==> config.mk <==
export PLATFORM = sky130hd
export DESIGN_NAME = bus_decoder_flat
export DESIGN_NICKNAME = d
export VERILOG_FILES = /design/src/logic/sys_pkg.sv /design/src/logic/periph_bus_if.sv /design/src/logic/bus_decoder.sv /design/src/flat_wrapper.sv
export SDC_FILE = /design/constraint.sdc
export NUM_CORES = 1
export LEC_CHECK = 0
export CAP_MARGIN = 20
export CORE_AREA = 8 8 114 116
export CTS_BUF_LIST = sky130_fd_sc_hd__clkbuf_4
export CTS_CLUSTER_DIAMETER = 120
export DETAILED_ROUTE_END_ITERATION = 12
export DIE_AREA = 0 0 122 124
export DONT_BUFFER_PORTS = 1
export GPL_TIMING_DRIVEN = 0
export PLACE_DENSITY_LB_ADDON = 0.05
export RECOVER_POWER = 25
export SLEW_MARGIN = 20
export SYNTH_ARGS = -nofsm -noshare
export SYNTH_HDL_FRONTEND = slang
export SYNTH_SLANG_ARGS = --single-unit
==> constraint.sdc <==
create_clock -name clk96 -period 1.2 [get_ports clk96]
set_input_delay 0.18 -clock clk96 [delete_from_list [all_inputs] [get_ports clk96]]
set_output_delay 0.18 -clock clk96 [all_outputs]
set_load 0.01 [all_outputs]
==> src/logic/sys_pkg.sv <==
package sys_pkg;

    localparam int ADDR_W = 24;  // byte address
    localparam int DATA_W = 16;

    // one byte address, read as region + offset or as i/o page + port
    typedef union packed {
        struct packed {
            logic [7:0]  region;
            logic [15:0] ofs;
        } rgn;
        struct packed {
            logic [11:0] page;
            logic [11:0] port;
        } io;
    } bus_addr_u;

    localparam logic [7:0]  REGION_WRAM = 8'h10;
    localparam logic [3:0]  REGION_VDP  = 4'h3;   // top nibble only
    localparam logic [3:0]  REGION_PAL  = 4'h4;   // top nibble only
    localparam logic [11:0] IO_PAGE     = 12'h700;

    // cabinet i/o ports inside IO_PAGE
    localparam logic [11:0] PORT_DSWC = 12'h000;
    localparam logic [11:0] PORT_DSWA = 12'h004;
    localparam logic [11:0] PORT_DSWB = 12'h008;
    localparam logic [11:0] PORT_P1   = 12'h00C;
    localparam logic [11:0] PORT_P2   = 12'h010;
    localparam logic [11:0] PORT_P3   = 12'h014;
    localparam logic [11:0] PORT_P4   = 12'h018;
    localparam logic [11:0] PORT_SYS  = 12'h01C;
    localparam logic [11:0] PORT_BANK = 12'h030;

    // bit positions in the one-hot op vector
    typedef enum logic [2:0] {
        SELECT_REG, WRITE_REG, WRITE_RAM, READ_RAM_H, READ_RAM_L, SET_RAM_PTR
    } vdp_op_e;

    typedef logic [5:0] vdp_op_t;

    // low byte-address bits of the command port
    localparam logic [3:0] VDP_OFS_PTR    = 4'h0;
    localparam logic [3:0] VDP_OFS_RAM_H  = 4'h4;
    localparam logic [3:0] VDP_OFS_RAM_L  = 4'h6;
    localparam logic [3:0] VDP_OFS_SELECT = 4'h8;
    localparam logic [3:0] VDP_OFS_CTRL   = 4'hC;

    typedef logic [6:0] joy_t;  // active high from the cabinet

endpackage

==> src/logic/periph_bus_if.sv <==
`timescale 1ns/1ps

// one decoded channel from the bus front end to a single target
interface periph_bus_if
    import sys_pkg::*;
();

    logic              stb;   // open, matching, not yet acked
    logic              we;
    logic [1:0]        sel;   // byte lanes, [1] is the high byte
    bus_addr_u         adr;
    logic [DATA_W-1:0] wdat;
    logic [DATA_W-1:0] rdat;  // zero unless a read is being acked
    logic              ack;   // one-cycle pulse

    modport master (
        output stb, we, sel, adr, wdat,
        input  rdat, ack
    );

    modport target (
        input  stb, we, sel, adr, wdat,
        output rdat, ack
    );

endinterface

==> src/logic/bus_decoder.sv <==
`timescale 1ns/1ps

module bus_decoder
    import sys_pkg::*;
(
    input  logic              clk96,
    input  logic              reset96,
    input  logic              cyc,
    input  logic              stb,
    input  logic              we,
    input  logic [1:0]        sel,
    input  logic [ADDR_W-1:1] adr,
    input  logic [DATA_W-1:0] dat_w,
    output logic [DATA_W-1:0] dat_r,
    output logic              ack,
    periph_bus_if.master      wram,
    periph_bus_if.master      pal,
    periph_bus_if.master      io,
    periph_bus_if.master      vdp
);

    bus_addr_u baddr;
    logic      open_req;     // cycle open, no ack given yet
    logic      hit_wram;
    logic      hit_pal;
    logic      hit_io;
    logic      hit_vdp;
    logic      unmapped_ack;

    assign baddr    = {adr, 1'b0};  // byte address, bit 0 always clear
    assign open_req = cyc && stb && !ack;

    assign hit_wram = baddr.rgn.region == REGION_WRAM;
    assign hit_vdp  = baddr.rgn.region[7:4] == REGION_VDP;
    assign hit_pal  = baddr.rgn.region[7:4] == REGION_PAL;
    assign hit_io   = baddr.rgn.region == IO_PAGE[11:4];  // full page checked in cabinet_io

    assign wram.stb  = open_req && hit_wram;
    assign wram.we   = we;
    assign wram.sel  = sel;
    assign wram.adr  = baddr;
    assign wram.wdat = dat_w;

    assign pal.stb  = open_req && hit_pal;
    assign pal.we   = we;
    assign pal.sel  = sel;
    assign pal.adr  = baddr;
    assign pal.wdat = dat_w;

    assign io.stb  = open_req && hit_io;
    assign io.we   = we;
    assign io.sel  = sel;
    assign io.adr  = baddr;
    assign io.wdat = dat_w;

    assign vdp.stb  = open_req && hit_vdp;
    assign vdp.we   = we;
    assign vdp.sel  = sel;
    assign vdp.adr  = baddr;
    assign vdp.wdat = dat_w;

    // nobody home, answer ourselves with zero data
    always_ff @(posedge clk96 or posedge reset96) begin
        if (reset96) begin
            unmapped_ack <= 1'b0;
        end else begin
            unmapped_ack <= open_req && !(hit_wram || hit_pal || hit_io || hit_vdp);
        end
    end

    // targets keep rdat and ack low when idle, so a plain OR merges them
    assign ack   = wram.ack | pal.ack | io.ack | vdp.ack | unmapped_ack;
    assign dat_r = wram.rdat | pal.rdat | io.rdat | vdp.rdat;

    a_one_target: assert property (@(posedge clk96) disable iff (reset96)
        $onehot0({wram.stb, pal.stb, io.stb, vdp.stb}))
        else $error("more than one target strobed");

    a_ack_in_cycle: assert property (@(posedge clk96) disable iff (reset96)
        ack |-> cyc && stb)
        else $error("ack outside an open bus cycle");

endmodule

==> src/flat_wrapper.sv <==
// flat-port wrapper written by rule: the top's interface ports become plain ports
module bus_decoder_flat import sys_pkg::*;
  (clk96, reset96, cyc, stb, we, sel, adr, dat_w, dat_r, ack, wram_stb, wram_we, wram_sel, wram_adr, wram_wdat, wram_rdat, wram_ack, pal_stb, pal_we, pal_sel, pal_adr, pal_wdat, pal_rdat, pal_ack, io_stb, io_we, io_sel, io_adr, io_wdat, io_rdat, io_ack, vdp_stb, vdp_we, vdp_sel, vdp_adr, vdp_wdat, vdp_rdat, vdp_ack);
  periph_bus_if wram_i ();
  periph_bus_if pal_i ();
  periph_bus_if io_i ();
  periph_bus_if vdp_i ();
  input  logic clk96;
  input  logic reset96;
  input  logic cyc;
  input  logic stb;
  input  logic we;
  input  logic [1:0] sel;
  input  logic [ADDR_W-1:1] adr;
  input  logic [DATA_W-1:0] dat_w;
  output logic [DATA_W-1:0] dat_r;
  output logic ack;
  output wire logic [$bits(wram_i.stb)-1:0] wram_stb;
  output wire logic [$bits(wram_i.we)-1:0] wram_we;
  output wire logic [$bits(wram_i.sel)-1:0] wram_sel;
  output wire logic [$bits(wram_i.adr)-1:0] wram_adr;
  output wire logic [$bits(wram_i.wdat)-1:0] wram_wdat;
  input wire logic [$bits(wram_i.rdat)-1:0] wram_rdat;
  input wire logic [$bits(wram_i.ack)-1:0] wram_ack;
  output wire logic [$bits(pal_i.stb)-1:0] pal_stb;
  output wire logic [$bits(pal_i.we)-1:0] pal_we;
  output wire logic [$bits(pal_i.sel)-1:0] pal_sel;
  output wire logic [$bits(pal_i.adr)-1:0] pal_adr;
  output wire logic [$bits(pal_i.wdat)-1:0] pal_wdat;
  input wire logic [$bits(pal_i.rdat)-1:0] pal_rdat;
  input wire logic [$bits(pal_i.ack)-1:0] pal_ack;
  output wire logic [$bits(io_i.stb)-1:0] io_stb;
  output wire logic [$bits(io_i.we)-1:0] io_we;
  output wire logic [$bits(io_i.sel)-1:0] io_sel;
  output wire logic [$bits(io_i.adr)-1:0] io_adr;
  output wire logic [$bits(io_i.wdat)-1:0] io_wdat;
  input wire logic [$bits(io_i.rdat)-1:0] io_rdat;
  input wire logic [$bits(io_i.ack)-1:0] io_ack;
  output wire logic [$bits(vdp_i.stb)-1:0] vdp_stb;
  output wire logic [$bits(vdp_i.we)-1:0] vdp_we;
  output wire logic [$bits(vdp_i.sel)-1:0] vdp_sel;
  output wire logic [$bits(vdp_i.adr)-1:0] vdp_adr;
  output wire logic [$bits(vdp_i.wdat)-1:0] vdp_wdat;
  input wire logic [$bits(vdp_i.rdat)-1:0] vdp_rdat;
  input wire logic [$bits(vdp_i.ack)-1:0] vdp_ack;
  assign wram_stb = wram_i.stb;
  assign wram_we = wram_i.we;
  assign wram_sel = wram_i.sel;
  assign wram_adr = wram_i.adr;
  assign wram_wdat = wram_i.wdat;
  assign wram_i.rdat = wram_rdat;
  assign wram_i.ack = wram_ack;
  assign pal_stb = pal_i.stb;
  assign pal_we = pal_i.we;
  assign pal_sel = pal_i.sel;
  assign pal_adr = pal_i.adr;
  assign pal_wdat = pal_i.wdat;
  assign pal_i.rdat = pal_rdat;
  assign pal_i.ack = pal_ack;
  assign io_stb = io_i.stb;
  assign io_we = io_i.we;
  assign io_sel = io_i.sel;
  assign io_adr = io_i.adr;
  assign io_wdat = io_i.wdat;
  assign io_i.rdat = io_rdat;
  assign io_i.ack = io_ack;
  assign vdp_stb = vdp_i.stb;
  assign vdp_we = vdp_i.we;
  assign vdp_sel = vdp_i.sel;
  assign vdp_adr = vdp_i.adr;
  assign vdp_wdat = vdp_i.wdat;
  assign vdp_i.rdat = vdp_rdat;
  assign vdp_i.ack = vdp_ack;
  bus_decoder u_core (.clk96(clk96), .reset96(reset96), .cyc(cyc), .stb(stb), .we(we), .sel(sel), .adr(adr), .dat_w(dat_w), .dat_r(dat_r), .ack(ack), .wram(wram_i), .pal(pal_i), .io(io_i), .vdp(vdp_i));
endmodule
======== After elaboration in Yosys (flattened, before gate mapping) ========
Cells that the tools add are included.
cells by class
  eq/ne operators ......................... 4
  bitwise gates (word level) .............. 7
  reductions and logical operators ........ 12
operators by type and width
  cell                                            count
  bitwise OR 16 bit                               3
  == test 8 x 5 -> 1 bit (second input constant)  1
  == test 8 x 7 -> 1 bit (second input constant)  1
  logical AND 1 bit                               7
  == test 4 x 2 -> 1 bit (second input constant)  1
  == test 4 x 3 -> 1 bit (second input constant)  1
  bitwise OR 1 bit                                4
  logical OR 1 bit                                3
  zero test 1 bit                                 2
word-level totals
  register bits ........................... 1
  input port bits ......................... 114
  output and inout bits ................... 193

======== Longest topological paths before layout ========
  word-level depth ........................ 7
  gate-level depth with buffers ........... 3
  depth with buffers taken out ............ 3

======== Worst setup path after synthesis ========
Ideal clock, no wire load.
  path kind ............................... flip-flop to output port
  start point ............................. reg u_core.unmapped_ack
  end point ............................... out wram_stb
  arrival ................................. 1.102 ns
  data required time ...................... 1.020 ns
  setup slack ............................. -0.082 ns
  stages on the path, launching flop included .. 4
  cell sequence ........................... dfrtp_1 nor2_1 nand4_4 nor4_1
on the way
  cells in the longest elaborated chain, start to end .. 4
RTL lines
  item                      line                RTL
  start: declaration        bus_decoder.sv:28   logic unmapped_ack;
  start signal: assignment  bus_decoder.sv:67   unmapped_ack <= open_req && !(hit_wram || hit_pal || hit_io || hit_vdp);
  bitwise OR 1 bit          bus_decoder.sv:72   assign ack = wram.ack | pal.ack | io.ack | vdp.ack | unmapped_ack;
  zero test 1 bit           bus_decoder.sv:31   assign open_req = cyc && stb && !ack;
  logical AND 1 bit         bus_decoder.sv:31
  logical AND 1 bit         bus_decoder.sv:38   assign wram.stb = open_req && hit_wram;
  end: declaration          flat_wrapper.sv:18  output wire logic [$bits(wram_i.stb)-1:0] wram_stb;
No other way between the ends.

======== Final worst setup path ========
Same ends and word-level chain as after synthesis.

==> out/qor.yml <==
synth:
  synth_top_area_cell: "buf_4"
  synth_most_common_cell: "buf_4"
  synth_commonest_cells: "buf_4 (172), or4_1 (16), nand2b_1 (3)"
  yosys_warnings: 0
  ys_ff_latch: 1
  synth_flop_cell: "dfrtp_1"
  synth_top_area_frac: 0.8132
  synth.distinct_cells: 17
  yosysSeqAreaShare: 0.01576
  post_synth.cell_area_avg_um2: 7.597
  synth_edf_count: 0
  synth.area.top_cells: "buf_4 (81%), or4_1 (7.6%), dfrtp_1 (1.6%)"
  synthCells: 209
  netlist_area_um2: 1588
  async_flop_share: 1.000
min_path:
  min_path_cells: 1
  hold_start: "adr[21]"
  min_to: "wram_stb"
  hold_class: "in2out"
timing:
  drv_slew: 0
  post-route-period-util: 1.009
  clock_skew_ns: 0
  hold_ws_ns: 0.3940
  rsz0062_at_grt: "true"
  setup_violations: 1
  fin_ws_ns: -0.01135
  tns_ns: -0.01135
  final.min_clock_period_ns: 1.211
  hold_violations: 0
  max_freq_mhz: 825.5
power_and_ir_drop:
  ir_worst_vdd_uv: 87.39
  p_sw_mw: 0.3095
  p_seq_frac: 0.053
  swShare: 0.4647
  clkPwrFrac: 0
  power_frac_comb: 0.947
  internal-power_mw: 0.3565
  p_leak_nw: 0.7710
  total_power_mw: 0.6660
  powerDensity_nw_per_um2: 399.0
drt:
  drt_iter0_drc: 9
  vias: 1175
  drtAntennaViolNets: 0
  drt_first_pass_iters: 2
  wl_per_cell_um: 17.41
  totalWireLength_um: 6198
  drt-vias-per-instance: 3.301
  drcViolationCount: 0
die:
  fp.dieArea_um2: 15130
  die-width_um: 122
  die_y_um: 124
  coreArea_um2: 11170
  num_io_pins: 307
  initial_core_util: 0.1421
  rows: 39
final_layout:
  multi_input_comb_area_um2: 332.8
  top_register: "u_core.unmapped_ack"
  largest_reg_flops: 1
  reg_top3: "u_core.unmapped_ack: 1 flops"
  fillers: 1332
  nets: 329
  diodes: 0
  drive_gt1_frac: 0.6385
  fin_cells: 356
  seq_area_um2: 25.02
  synthToLayoutAreaGrowth_pct: 5.122
worst_setup_path:
  r2r_setup_slack_ns: 0.05
  crit_type: "reg2out"
  cp_max_fo: 5
  worstRegToRegCells: 3
  r2r-end: "u_core.unmapped_ack$_DFF_PP0_"
  rr_startpoint: "u_core.unmapped_ack$_DFF_PP0_"
  cp.required_ns: 1.02
  endpoint_kind: "output port"
  critPathArrivalTime_ns: 1.03
  start_kind: "register"
place:
  gp_congestion: 0.6799
  port-buffer-count: 0
  numPlacedInstances: 355
  dp_hpwl_um: 6050
clock_tree:
  cts_setup_buffers: 0
  clock_latency_ns: 0
  clk_pin_slew_ns: 0
grt:
  grtUsageTotal: 0.05964
  grt_overflow_total: 0
  antenna_found_initial: 0
  grt_max_degree: 10
  grt_pass1_wl_um: 7327
  grt_pass1_vias: 1316
status:
  violations: "negative setup slack"
  run_status: "finished, violations left"
flow_run:
  maxCapViolations: 0
[critical path, cell delays in order (launching register included)]
cell and delay [ns]:
dfrtp_1 0.38, nor2_4 0.12, nand4_4 0.19, nor4_4 0.33
[layer usage]
layer	up-vias	global-route usage	routed length (um)	share of wire
li1	506	-	-	-
met1	502	0.04730	1547	0.25
met2	167	0.1257	3407	0.55
met3	0	0.03626	1243	0.20
met4	0	0	0	0
met5	-	0	0	0
[logic make-up (layout without fill, tap and decap cells)]
group	count (synthesis)	after routing	synth area share
simple gates	33	33	0.1608
flops	1	1	0.01576
buf+inv	173	174	0.8156
xor+xnor	1	1	0.005517
other cells	1	4	0.002362
[power groups by stage]
stage / registers (mW) / logic, mW / clock network [mW]
after floorplan: 0.0347 / 0.630 / 0
after global placement: 0.0347 / 0.727 / 0
after detailed placement: 0.0348 / 0.703 / 0
final: 0.0350 / 0.631 / 0
after global routing: 0.0350 / 0.674 / 0
after CTS: 0.0349 / 0.710 / 0
[timing repair]
item / in CTS / in global routing
pin swaps: 2 / 4
resized for setup: 6 / 3
endpoints found under the setup margin: 5 / 5
endpoints found under the hold margin: 1 / 0
hold buffers: 1 / 0
[worst max-delay path by stage]
| stage | startpoint | end | cells after the start |
|---|---|---|---|
| 2_1_floorplan | u_core.unmapped_ack$_DFF_PP0_ | io_stb | 3 |
| 3_3_place_gp | u_core.unmapped_ack$_DFF_PP0_ | vdp_stb | 3 |
| 3_5_place_dp | u_core.unmapped_ack$_DFF_PP0_ | vdp_stb | 3 |
| 4_1_cts | u_core.unmapped_ack$_DFF_PP0_ | wram_stb | 3 |
| 5_1_grt | u_core.unmapped_ack$_DFF_PP0_ | wram_stb | 3 |
| 6_report | u_core.unmapped_ack$_DFF_PP0_ | wram_stb | 3 |
[layout by cell type (no fill, tap or decap), drive strengths merged]
cell type	n
nor3	3
conb	4
nor4	3
nor4b	1
clkbuf	46
nand2	2
nor3b	1
nor2b	1
buf	126
dlygate4sd3	1
nor2	2
xor2	1
or4	16
nand4	1
dfrtp	1
inv	1
nand2b	3
[area by class of cell]
| cell class | instances | area share |
|---|---|---|
| plain buffers | 172 | 0.6702 |
| inverters | 1 | 0.002249 |
| multi-input cells | 38 | 0.1994 |
| flip-flops and latches | 1 | 0.01499 |
| well taps | 143 | 0.1072 |
| repair buffers | 1 | 0.005997 |
[through the flow]
stage | area (um^2) | util | setup slack (ns)
2_1_floorplan | 1605 | - | 0.008986
3_3_place_gp | 1784 | 0.1597 | -0.2040
3_5_place_dp | 1784 | 0.1597 | -0.2205
4_1_cts | 1828 | 0.1636 | -0.08806
5_1_grt | 1669 | 0.1494 | -0.08209
6_report | 1669 | 0.1494 | -0.01135
(Power assumes the default switching activity.)
