$ cat config.mk
export PLATFORM = sky130hd
export DESIGN_NAME = vdp_cmd_flat
export DESIGN_NICKNAME = d
export VERILOG_FILES = /design/src/logic/sys_pkg.sv /design/src/logic/periph_bus_if.sv /design/src/logic/vdp_cmd.sv /design/src/flat_wrapper.sv
export SDC_FILE = /design/constraint.sdc
export NUM_CORES = 1
export LEC_CHECK = 0
export BUFFER_PORTS_ARGS = -buffer_cell sky130_fd_sc_hd__buf_2
export CORE_MARGIN = 2
export CORE_UTILIZATION = 37
export CTS_CLUSTER_SIZE = 20
export DETAILED_ROUTE_END_ITERATION = 10
export GPL_TIMING_DRIVEN = 0
export PLACE_DENSITY = 0.88
export SYNTH_ARGS = -nofsm -noshare
export SYNTH_HDL_FRONTEND = slang
export SYNTH_SLANG_ARGS = --single-unit
$ cat constraint.sdc
create_clock -name clk96 -period 1.5 [get_ports clk96]
set_input_delay 0.3 -clock clk96 [delete_from_list [all_inputs] [get_ports clk96]]
set_output_delay 0.3 -clock clk96 [all_outputs]
set_load 0.02 [all_outputs]
$ cat src/logic/sys_pkg.sv
package sys_pkg;

    localparam int ADDR_W = 24;  // byte address
    localparam int DATA_W = 16;

    // one byte address, read as region + offset or as i/o page + port
    typedef union packed {
        struct packed {
            logic [7:0]  region;
            logic [15:0] ofs;
        } rgn;
        struct packed {
            logic [11:0] page;
            logic [11:0] port;
        } io;
    } bus_addr_u;

    localparam logic [7:0]  REGION_WRAM = 8'h10;
    localparam logic [3:0]  REGION_VDP  = 4'h3;   // top nibble only
    localparam logic [3:0]  REGION_PAL  = 4'h4;   // top nibble only
    localparam logic [11:0] IO_PAGE     = 12'h700;

    // cabinet i/o ports inside IO_PAGE
    localparam logic [11:0] PORT_DSWC = 12'h000;
    localparam logic [11:0] PORT_DSWA = 12'h004;
    localparam logic [11:0] PORT_DSWB = 12'h008;
    localparam logic [11:0] PORT_P1   = 12'h00C;
    localparam logic [11:0] PORT_P2   = 12'h010;
    localparam logic [11:0] PORT_P3   = 12'h014;
    localparam logic [11:0] PORT_P4   = 12'h018;
    localparam logic [11:0] PORT_SYS  = 12'h01C;
    localparam logic [11:0] PORT_BANK = 12'h030;

    // bit positions in the one-hot op vector
    typedef enum logic [2:0] {
        SELECT_REG, WRITE_REG, WRITE_RAM, READ_RAM_H, READ_RAM_L, SET_RAM_PTR
    } vdp_op_e;

    typedef logic [5:0] vdp_op_t;

    // low byte-address bits of the command port
    localparam logic [3:0] VDP_OFS_PTR    = 4'h0;
    localparam logic [3:0] VDP_OFS_RAM_H  = 4'h4;
    localparam logic [3:0] VDP_OFS_RAM_L  = 4'h6;
    localparam logic [3:0] VDP_OFS_SELECT = 4'h8;
    localparam logic [3:0] VDP_OFS_CTRL   = 4'hC;

    typedef logic [6:0] joy_t;  // active high from the cabinet

endpackage

$ cat src/logic/periph_bus_if.sv
`timescale 1ns/1ps

// one decoded channel from the bus front end to a single target
interface periph_bus_if
    import sys_pkg::*;
();

    logic              stb;   // open, matching, not yet acked
    logic              we;
    logic [1:0]        sel;   // byte lanes, [1] is the high byte
    bus_addr_u         adr;
    logic [DATA_W-1:0] wdat;
    logic [DATA_W-1:0] rdat;  // zero unless a read is being acked
    logic              ack;   // one-cycle pulse

    modport master (
        output stb, we, sel, adr, wdat,
        input  rdat, ack
    );

    modport target (
        input  stb, we, sel, adr, wdat,
        output rdat, ack
    );

endinterface

$ cat src/logic/vdp_cmd.sv
`timescale 1ns/1ps

module vdp_cmd
    import sys_pkg::*;
(
    input  logic              clk96,
    input  logic              reset96,
    input  logic              vdp_ack,
    input  logic [DATA_W-1:0] vdp_dout,
    input  logic              lvbl,
    periph_bus_if.target      bus,
    output vdp_op_t           vdp_op
);

    logic [3:0] ofs;
    vdp_op_t    op_req;
    logic       pending;  // strobe out, waiting on the chip

    assign ofs = bus.adr.rgn.ofs[3:0];

    always_comb begin
        op_req = '0;
        if (bus.we) begin
            case (ofs)
                VDP_OFS_CTRL:                 op_req[WRITE_REG]   = 1'b1;
                VDP_OFS_SELECT:               op_req[SELECT_REG]  = 1'b1;
                VDP_OFS_RAM_H, VDP_OFS_RAM_L: op_req[WRITE_RAM]   = 1'b1;
                VDP_OFS_PTR:                  op_req[SET_RAM_PTR] = 1'b1;
                default: ;
            endcase
        end else begin
            case (ofs)
                VDP_OFS_RAM_H: op_req[READ_RAM_H] = 1'b1;
                VDP_OFS_RAM_L: op_req[READ_RAM_L] = 1'b1;
                default: ;  // status or nothing
            endcase
        end
    end

    always_ff @(posedge clk96 or posedge reset96) begin
        if (reset96) begin
            pending  <= 1'b0;
            vdp_op   <= '0;
            bus.ack  <= 1'b0;
            bus.rdat <= '0;
        end else begin
            bus.ack  <= 1'b0;
            bus.rdat <= '0;
            if (pending) begin
                if (vdp_ack) begin
                    pending  <= 1'b0;
                    vdp_op   <= '0;
                    bus.ack  <= 1'b1;
                    bus.rdat <= bus.we ? '0 : vdp_dout;
                end
            end else if (bus.stb) begin
                if (op_req != '0) begin
                    pending <= 1'b1;
                    vdp_op  <= op_req;
                end else begin
                    // status read gives the vblank flag, others just complete
                    bus.ack  <= 1'b1;
                    bus.rdat <= (!bus.we && ofs == VDP_OFS_CTRL) ?
                                {{(DATA_W-1){1'b0}}, !lvbl} : '0;
                end
            end
        end
    end

    a_op_onehot: assert property (@(posedge clk96) disable iff (reset96) $onehot0(vdp_op))
        else $error("several video ops strobed at once");

endmodule

$ cat src/flat_wrapper.sv
// flat-port wrapper written by rule: the top's interface ports become plain ports
module vdp_cmd_flat import sys_pkg::*;
  (clk96, reset96, vdp_ack, vdp_dout, lvbl, vdp_op, bus_stb, bus_we, bus_sel, bus_adr, bus_wdat, bus_rdat, bus_ack);
  periph_bus_if bus_i ();
  input  logic clk96;
  input  logic reset96;
  input  logic vdp_ack;
  input  logic [DATA_W-1:0] vdp_dout;
  input  logic lvbl;
  output vdp_op_t vdp_op;
  input wire logic [$bits(bus_i.stb)-1:0] bus_stb;
  input wire logic [$bits(bus_i.we)-1:0] bus_we;
  input wire logic [$bits(bus_i.sel)-1:0] bus_sel;
  input wire logic [$bits(bus_i.adr)-1:0] bus_adr;
  input wire logic [$bits(bus_i.wdat)-1:0] bus_wdat;
  output wire logic [$bits(bus_i.rdat)-1:0] bus_rdat;
  output wire logic [$bits(bus_i.ack)-1:0] bus_ack;
  assign bus_i.stb = bus_stb;
  assign bus_i.we = bus_we;
  assign bus_i.sel = bus_sel;
  assign bus_i.adr = bus_adr;
  assign bus_i.wdat = bus_wdat;
  assign bus_rdat = bus_i.rdat;
  assign bus_ack = bus_i.ack;
  vdp_cmd u_core (.clk96(clk96), .reset96(reset96), .vdp_ack(vdp_ack), .vdp_dout(vdp_dout), .lvbl(lvbl), .bus(bus_i), .vdp_op(vdp_op));
endmodule
# Word-level counts from Yosys, hierarchy flattened
# Index checks and enable logic that the tools add are counted.
# Widths: inputs -> output; s select.
dict set report word_totals {
  regBits 24
  input_bits 64
  out_inout_bits 23
  elab_cells 45
}
dict set report op_classes {
  eq_ne 5
  mux 27
  reduce_logical 9
}
# op n
set ops {}
lappend ops {{$mux 16} 5}
lappend ops {{$mux 6} 4}
lappend ops {{$mux 1} 16}
lappend ops {{$eq 4x3->1 const B} 2}
lappend ops {{$eq 4x4->1 const B} 2}
lappend ops {{$reduce_bool 6->1} 1}
lappend ops {{$logic_not 4->1} 1}
lappend ops {{$reduce_bool 2->1} 2}
lappend ops {{$mux 3} 1}
lappend ops {{$reduce_and 3->1} 1}
lappend ops {{$logic_not 1->1} 2}
lappend ops {{$mux 2} 1}
lappend ops {{$ne 2x2->1 const B} 1}
lappend ops {{$reduce_or 2->1} 1}
lappend ops {{$logic_and 1x1->1} 1}

# Depth between registers and ports, before layout
# Gate-level depths: netlist (run 1).
dict set report depth {
  ltp_word 8
  depth_mapped 4
  ltp_nobuf 3
}

# Worst setup path before layout (run 1)
# OpenSTA, ideal clock, no wires.
dict set report synth_path {
  kind {reg-to-reg}
  startpoint {reg u_core.pending}
  endpoint {reg u_core.vdp_op[0]}
  setup_ps 130
  arrival_time_ps 974
  required_ps 1370
  path_slack_ps 396
  stages_incl_launch_ff 4
  n_path_buf 0
  period_less_slack_ps 1104
  cell_sequence {dfrtp_1 > nor3b_4 > o21ai_2 > mux2i_1}
}
dict set report synth_between {
  elab_chain_len 2
  elab_cells_between_ends 5
  cone_classes {eq/ne (1); mux (1); reduce/logical (3)}
}
# element line
set synth_rtl {}
lappend synth_rtl {{start: declaration} vdp_cmd.sv:17} ;# logic pending;
lappend synth_rtl {{start signal: assignment} vdp_cmd.sv:42} ;# pending <= 1'b0;
lappend synth_rtl {{start signal: assignment} vdp_cmd.sv:51} ;# pending <= 1'b0;
lappend synth_rtl {{start signal: assignment} vdp_cmd.sv:58} ;# pending <= 1'b1;
lappend synth_rtl {{$ne 2x2->1 (no line) / $reduce_bool 2->1 (equally long branches)} n/a}
lappend synth_rtl {{$reduce_and 3->1 (no line)} n/a}
lappend synth_rtl {{end signal: assignment} vdp_cmd.sv:59} ;# vdp_op <= op_req;
lappend synth_rtl {{end: declaration} vdp_cmd.sv:12} ;# output vdp_op_t vdp_op
# Several ways; a longest one is shown, not always the timed one.
# A chain may end at the register's enable or synchronous reset.

# Worst setup path in the final report (run 1)
dict set report layout_path {
  startpoint {reg u_core.pending}
  endpoint {reg u_core.vdp_op[5]}
}
# The elaborated chain is that of the path after synthesis.

==> out/metrics.yaml, run 1 <==
place:
  place.gp.congestion: 0.887
  placement.io_buffers: 48
  place_inst: 160
  pre_cts_ws_ns: 0.264
  dp.final_hpwl_mm: 1.57
floorplan:
  initial_utilization_pct: 39.4
  die_w_um: 55.6
  core_um2: 2500
  top_level_ports: 87
  num_rows: 18
  die_area_um2: 3090
  die_h_um: 55.6
synth:
  synth_seq_area_share_pct: 61.0
  netlist_area_um2: 985
  synthCells: 82
  synth-compound-area-share_pct: 6.86
  synthMuxAreaShare_pct: 4.07
  ys_seq_elements: 24
  synth_xor_area_share_pct: 0
  synthSimpleGateAreaFrac_pct: 26.2
  ys_types: 24
  yosys.area.top_type: "dfrtp_1"
  syn-mean-instance-area_um2: 12.0
  synthAdderAreaFrac_pct: 0
  synthTopCellsByArea: "dfrtp_1 61%, and2_1 9.5%, mux2i_1 4.1%, nand2_1 3.4%, nand4_1 1.9%"
  synth_top_family_by_area: "simple AND/OR/NAND/NOR gates"
  yosys-top-cells-count: "24 x dfrtp_1, 15 x and2_1, 9 x nand2_1"
  ys.flop_type: "dfrtp_1"
  synthesis.nets: 146
  yosysMostFrequentCell: "dfrtp_1"
  async_reset_ff_share_pct: 100
  yosysWarnings: 0
  synth_edf_count: 0
  synth_top_area_share_pct: 61.0
finish:
  drive_above_1_share_pct: 42.9
  synthToLayoutAreaGrowth_pct: 30.5
  insertedDiodeCount: 0
  finalNonFillerCells: 163
  nNetsFinal: 199
timing:
  fin_worst_skew_ns: 0.00788
  setup-violations-final: 0
  final_max_slew_viol_count: 0
  tns_ns: 0
  relSlewSlack_pct: 43.0
  fmax_mhz: 801
  hold_violations: 0
  timing.final.ws_setup_ns: 0.252
  tightest_slew_ns: 0.855
  min_period_over_period_pct: 83.2
  rsz0062_at_grt: "false"
  whs_ns: 0.149
  finalCriticalPeriod_ns: 1.25
detailed_routing:
  drcViolationCount: 0
  drtIter0Drc: 10
  vias: 770
  dr.pass1.iters: 4
  drt-wirelength-per-cell_um: 12.1
  drt-total-wl_mm: 1.97
  ant_nets: 0
  routed_via_density: 4.72
clocking:
  cts_made_buffers: 3
  clock_path_buffers: 2
  cts-root-buf: "clkbuf_4"
  cts_setup_buffers: 0
  cts_sinks: 24
  clkSlewWorstSetupHoldPaths_ns: 0.12
  cts_hold_buffers: 0
  worst_skew_pair.late_latency_ns: 0.30
  cts_tree: "yes"
  htree_levels: 1
  post_cts_resized: 0
power_and_ir_drop:
  p_leak_nw: 0.745
  p_per_area_nw_per_um2: 912
  ir_drop_uv: 530
global_route:
  grt_pass1_vias: 801
  grt-ovfl-total: 0
  grt_max_degree: 25
  grt_pass1_wl_mm: 3.28
  track_usage_pct: 13.6
  grt_antenna_before_repair: 0
outcome:
  status: "finished clean"
worst_setup_path:
  cpPeakStageDelay_ns: 0.49
  r2r-end: "u_core.vdp_op[5]"
  worstPathCellList: "nor3b_4, o21ai_2, mux2i_1"
  worstPathArrival_ns: 1.43
  worstSetupEndpoint: "u_core.vdp_op[5]"
  end_kind: "flop"
  r2r_start: "u_core.pending"
  path_class: "flop to flop"
  reg2reg_slack_ns: 0.25
  crit_fanout: 6
  cp.required_ns: 1.68
  cp-start-kind: "flop"
  slowest_stage: "dfrtp_1"
  startpoint: "u_core.pending"
  reg2regPathDepth: 3
run:
  cap_viol_max_count: 0
min_path:
  hold_class: "input port to async pin"
worst max-delay path, delay by kind of cell, from the launching register on:
| family | cells | cell delay [ns] |
|---|---|---|
| flops | 1 | 0.49 |
| simple gates | 1 | 0.32 |
| compound gates | 1 | 0.17 |
| mux | 1 | 0.15 |
area by class of cell:
class	instances	area, µm²
tap	30	37.5
inverter	3	11.3
multi-input combinational	54	365
sequential	24	601
buffer	1	7.51
clock buffer	3	22.5
fill	241	1210
timing repair buffer	48	240
routing by layer:
| metal | part of all wire, % | vias to the layer above | GRT usage [%] |
|---|---|---|---|
| met5 | 0 | - | 0 |
| met4 | 0.76 | 0 | 6.62 |
| met3 | 9.3 | 2 | 5.58 |
| met2 | 51 | 32 | 22.3 |
| met1 | 39 | 360 | 15.2 |
| li1 | - | 376 | - |
power by group:
| group | total [W] | switching [W] | internal (W) |
|---|---|---|---|
| Sequential | 0.000702 | 0.0000214 | 0.000680 |
| Clock | 0.000265 | 0.000172 | 0.0000935 |
| Combinational | 0.000205 | 0.000122 | 0.0000825 |
kinds of logic (layout without fill, tap and decap cells):
| logic type | count (synthesis) | after routing |
|---|---|---|
| multiplexers | 4 | 4 |
| flip-flops | 24 | 24 |
| buffers and inverters | 4 | 55 |
| AO/OA/AOI/OAI | 10 | 10 |
| AND/OR/NAND/NOR | 40 | 40 |
worst min path at each step:
stage,endpoint,slack (ns),depth (start not counted)
floorplan,u_core.bus.ack,0.31,1
global placement,u_core.bus.rdat[11],0.50,2
detailed placement,u_core.bus.rdat[7],0.51,2
CTS,u_core.bus.rdat[11],0.19,2
global route,u_core.bus.rdat[7],0.18,2
finish,u_core.bus.rdat[11],0.15,2
layout by cell type, fill, tap and decap left out, drive strengths merged:
cell	count
nand2	10
buf	49
nor2	2
a21o	1
nor2b	3
and2	15
o211ai	1
or2b	1
nor4b	1
o2111ai	1
dfrtp	24
mux2i	4
a22oi	2
clkbuf	3
o21ai	3
and2b	1
inv	3
nand3	1
a21oi	2
nor3b	1
nand2b	2
nand4	3
flip-flops by register name, indices dropped and copies added, names as in the netlist:
signal           count
u_core.bus.ack       1
u_core.pending       1
u_core.bus.rdat     16
u_core.vdp_op        6
per-stage QoR:
step                cell area (µm²)  power [W]  utilization (%)
finish                         1280    0.00117             51.4
global route                   1280    0.00124             51.4
CTS                            1280    0.00118             51.4
detailed placement             1260   0.000922             50.5
global placement               1260   0.000914             50.5
floorplan                       985   0.000830                -
(Power assumes the default switching activity.)
==> run 2, diff against run 1 <==
==> constraint.sdc (replaced) <==
create_clock -name clk96 -period 1.3 [get_ports clk96]
set_input_delay 0.26 -clock clk96 [delete_from_list [all_inputs] [get_ports clk96]]
set_output_delay 0.26 -clock clk96 [all_outputs]
set_load 0.02 [all_outputs]
==> out/metrics.yaml, run 2 (same netlist as run 1, synthesis figures left out) <==
global_route:
  grt_antenna_before_repair: 0
  grt_pass1_vias: 801
  grt_pass1_wl_mm: 3.28
  grt-ovfl-total: 0
  grt_max_degree: 25
  track_usage_pct: 13.6
finish:
  final_common_cell: "buf_2"
  synthToLayoutAreaGrowth_pct: 31.3
  top_register: "u_core.bus.rdat"
  drive_above_1_share_pct: 43.3
  nNetsFinal: 200
  largest_registers: "u_core.bus.rdat (16), u_core.vdp_op (6)"
  largest_reg_flops: 16
  final_cell_mix: "48 x buf_2, 24 x dfrtp_1, 15 x and2_1"
  insertedDiodeCount: 0
  nFillCells: 239
detailed_routing:
  drcViolationCount: 0
  routed_via_density: 4.74
  top_layer: "met4"
  routedLengthMet1_um: 776
  drt-wirelength-per-cell_um: 12.1
  drt-total-wl_mm: 1.98
  drtIter0Drc: 10
  met3_length_um: 183
  ant_nets: 0
  dr.pass1.iters: 4
  wl_met2_mm: 1.00
  vias: 778
worst_setup_path:
  path_class: "flop to flop"
  crit_fanout: 5
  cpPeakStageDelay_ns: 0.49
  cp_num_buf_inv: 0
  slowest_stage: "dfrtp_1"
  worstPathArrival_ns: 1.42
  end_kind: "flop"
  cp-start-kind: "flop"
  cp.required_ns: 1.48
  cp_top_family: "flip-flops"
  worstPathCellList: "nor3b_4, o21ai_2, mux2i_1"
floorplan:
  num_rows: 18
  die_area_um2: 3090
  top_level_ports: 87
  die_h_um: 55.6
  initial_utilization_pct: 39.4
  die_w_um: 55.6
  core_um2: 2500
run:
  cap_viol_max_count: 0
clocking:
  htree_levels: 1
  cts_tree: "yes"
  clkSlewWorstSetupHoldPaths_ns: 0.13
  clock_path_buffers: 2
  post_cts_resized: 0
  cts_sinks: 24
  cts_made_buffers: 3
  cts-root-buf: "clkbuf_4"
  worst_skew_pair.late_latency_ns: 0.30
power_and_ir_drop:
  p_per_area_nw_per_um2: 1050
  power_w: 0.00136
  p_leak_nw: 0.750
  ir_drop_uv: 615
min_path:
  hold_class: "input port to async pin"
timing:
  min_period_over_period_pct: 95.5
  fin_worst_skew_ns: 0.00772
  hold_violations: 0
  final_max_slew_viol_count: 0
  relSlewSlack_pct: 42.9
  tns_ns: 0
  rsz0062_at_grt: "false"
  fmax_mhz: 806
  finalCriticalPeriod_ns: 1.24
  timing.final.ws_setup_ns: 0.0589
  setup-violations-final: 0
  tightest_slew_ns: 0.856
place:
  pre_cts_ws_ns: 0.0731
  place.gp.congestion: 0.887
  placement.io_buffers: 48
  dp.final_hpwl_mm: 1.57
outcome:
  status: "finished clean"
-- run 2: changes by cell type in the layout (fill, tap and decap cells not counted), sizes merged --
cell	change
buf	+1
-- run 2: per-layer routing --
metal	vias up	global-route usage (%)
met5	-	0
met4	0	6.62
met3	2	5.58
met2	32	22.3
met1	364	15.2
li1	380	-
-- run 2: final timing paths --
kind	to	cells past startpoint	startpoint	slack (ns)
min in group clk96	u_core.bus.rdat[12]	2	vdp_dout[12]	0.15
worst min register to register	u_core.vdp_op[1]	2	u_core.vdp_op[1]	0.53
worst min-delay path	u_core.bus.rdat[11]	2	reset96	0.11
worst max-delay path	u_core.vdp_op[5]	3	u_core.pending	0.06
max in group asynchronous	u_core.vdp_op[3]	2	reset96	0.66
worst max register to register	u_core.vdp_op[5]	3	u_core.pending	0.06
-- run 2: layout make-up --
| class | instances | area [µm²] | area share (%) |
|---|---|---|---|
| tap | 30 | 37.5 | 2.90 |
| timing repair buffer | 49 | 248 | 19.2 |
| inverter | 3 | 11.3 | 0.871 |
| buffer | 1 | 7.51 | 0.581 |
| clock buffer | 3 | 22.5 | 1.74 |
| sequential | 24 | 601 | 46.5 |
| multi-input combinational | 54 | 365 | 28.3 |
-- run 2: report_power, final --
| group | switching, W | internal [W] |
|---|---|---|
| registers | 0.0000243 | 0.000785 |
| clock network | 0.000202 | 0.000108 |
| logic | 0.000141 | 0.0000974 |
| total | 0.000367 | 0.000990 |
-- run 2: metrics by stage --
stage | std cells | hold slack [ns] | utilization (%) | cell area (µm²)
after floorplan | 82 | 0.275 | - | 985
after global placement | 160 | 0.463 | 50.5 | 1260
after detailed placement | 160 | 0.469 | 50.5 | 1260
after CTS | 163 | 0.148 | 51.4 | 1280
after global routing | 164 | 0.138 | 51.7 | 1290
final | 164 | 0.108 | 51.7 | 1290
-- run 2: repair_timing --
item | CTS | global route
buffers inserted | 0 | 1
endpoints found under the hold margin | 0 | 0
hold buffers | 0 | 0
endpoints found under the setup margin | 0 | 2
==> run 3, diff against run 2 <==
--- a/config.mk
+++ b/config.mk
@@ -7,11 +7,11 @@
 export LEC_CHECK = 0
 export BUFFER_PORTS_ARGS = -buffer_cell sky130_fd_sc_hd__buf_2
 export CORE_MARGIN = 2
-export CORE_UTILIZATION = 37
+export CORE_UTILIZATION = 39
 export CTS_CLUSTER_SIZE = 20
 export DETAILED_ROUTE_END_ITERATION = 10
 export GPL_TIMING_DRIVEN = 0
-export PLACE_DENSITY = 0.88
+export PLACE_DENSITY = 0.92
 export SYNTH_ARGS = -nofsm -noshare
 export SYNTH_HDL_FRONTEND = slang
 export SYNTH_SLANG_ARGS = --single-unit
==> constraint.sdc (replaced) <==
create_clock -name clk96 -period 1.51 [get_ports clk96]
set_input_delay 0.302 -clock clk96 [delete_from_list [all_inputs] [get_ports clk96]]
set_output_delay 0.302 -clock clk96 [all_outputs]
set_load 0.02 [all_outputs]
==> out/metrics.yaml, run 3 (same netlist as run 1, synthesis figures left out) <==
place:
  place_inst: 160
  place_area_um2: 1260
  placement.io_buffers: 48
  place.gp.congestion: 0.782
  dp.final_hpwl_mm: 1.65
clocking:
  cts_tree: "yes"
  cts_setup_buffers: 0
  htree_levels: 1
  cts_made_buffers: 3
  post_cts_resized: 0
  cts-root-buf: "clkbuf_4"
  worst_skew_pair.late_latency_ns: 0.30
  cts_sinks: 24
  clock_path_buffers: 2
  cts_hold_buffers: 0
  clkSlewWorstSetupHoldPaths_ns: 0.12
finish:
  drive_above_1_share_pct: 42.9
  insertedDiodeCount: 0
  top_register: "u_core.bus.rdat"
  largest_reg_flops: 16
  stdcell_area_um2: 1280
  largest_registers: "u_core.bus.rdat (16), u_core.vdp_op (6)"
  nNetsFinal: 199
  finalNonFillerCells: 163
  final_cell_mix: "48 x buf_2, 24 x dfrtp_1, 15 x and2_1"
  final_common_cell: "buf_2"
  synthToLayoutAreaGrowth_pct: 30.5
  nFillCells: 221
floorplan:
  die_h_um: 54.2
  core_um2: 2430
  die_area_um2: 2940
  initial_utilization_pct: 40.5
  top_level_ports: 87
  die_w_um: 54.2
  num_rows: 18
outcome:
  status: "finished clean"
detailed_routing:
  drtIter0Drc: 12
  routedLengthMet1_um: 788
  vias: 791
  top_layer: "met3"
  ant_nets: 0
  drt-wirelength-per-cell_um: 12.9
  dr.pass1.iters: 4
  drcViolationCount: 0
  routed_via_density: 4.85
  drt-total-wl_mm: 2.10
  met3_length_um: 165
  wl_met2_mm: 1.14
worst_setup_path:
  cp-start-kind: "flop"
  startpoint: "u_core.pending"
  cp.required_ns: 1.70
  end_kind: "flop"
  crit_fanout: 6
  r2r_start: "u_core.pending"
  path_class: "flop to flop"
  worstPathArrival_ns: 1.41
global_route:
  grt_max_degree: 25
  grt_pass1_wl_mm: 3.11
  grt_pass1_vias: 753
  grt_antenna_before_repair: 0
  track_usage_pct: 14.8
  grt-ovfl-total: 0
power_and_ir_drop:
  p_per_area_nw_per_um2: 914
  switching_share_pct: 27.6
  p_leak_nw: 0.745
  power_w: 0.00117
  ir_drop_uv: 524
  p_sw_w: 0.000324
  power.internal_w: 0.000851
  clock_power_share_pct: 22.9
  seqPwrFrac_pct: 59.5
  p_comb_share_pct: 17.6
timing:
  tightest_slew_ns: 0.901
  whs_ns: 0.166
  tns_ns: 0
  setup-violations-final: 0
  hold_violations: 0
  rsz0062_at_grt: "false"
  fin_worst_skew_ns: 0.00569
  finalCriticalPeriod_ns: 1.23
  min_period_over_period_pct: 81.3
  fmax_mhz: 814
  final_max_slew_viol_count: 0
  relSlewSlack_pct: 39.9
run:
  cap_viol_max_count: 0
min_path:
  hold_class: "input port to async pin"
-- run 3: changes by cell type in the layout (fill, tap and decap cells not counted) --
cell / previous run / this run
buf_4: 2 / 1
-- run 3: worst max-delay path, cell delays in order, from the launching register on --
cell and delay, ns:
dfrtp_1 0.49, nor3b_4 0.32, o21ai_2 0.16, mux2i_1 0.15
-- run 3: final timing paths --
kind,end,slack [ns],cells past startpoint
setup / recovery,u_core.vdp_op[1],0.28,3
hold / removal,u_core.bus.rdat[5],0.17,2
setup reg to reg,u_core.vdp_op[1],0.28,3
hold reg to reg,u_core.vdp_op[3],0.54,2
max in group asynchronous,u_core.bus.rdat[3],0.79,2
min in group clk96,u_core.bus.rdat[1],0.19,2
-- run 3: per-stage QoR --
stage / util [%] / setup slack [ns]
after floorplan: - / 0.406
after global placement: 51.9 / 0.311
after detailed placement: 51.9 / 0.279
after CTS: 52.8 / 0.282
after global routing: 52.8 / 0.194
final: 52.8 / 0.282
-- run 3: layer usage --
| metal | up-vias | GRT usage (%) |
|---|---|---|
| met5 | - | 0 |
| met4 | 0 | 5.00 |
| met3 | 0 | 3.28 |
| met2 | 37 | 29.1 |
| met1 | 377 | 15.0 |
| li1 | 377 | - |
-- run 3: area by class of cell --
class	count	area [µm²]	area share (%)
sequential	24	601	46.7
buffer	1	7.51	0.584
multi-input combinational	54	365	28.4
tap	30	37.5	2.92
clock buffer	3	22.5	1.75
inverter	3	11.3	0.876
timing repair buffer	48	240	18.7
-- run 3: power by group through the flow --
| stage | registers (W) | logic (W) | clock network [W] |
|---|---|---|---|
| floorplan | 0.000748 | 0.0000764 | 0 |
| global placement | 0.000707 | 0.000200 | 0 |
| detailed placement | 0.000710 | 0.000208 | 0 |
| CTS | 0.000697 | 0.000209 | 0.000275 |
| global route | 0.000703 | 0.000229 | 0.000295 |
| finish | 0.000699 | 0.000207 | 0.000269 |
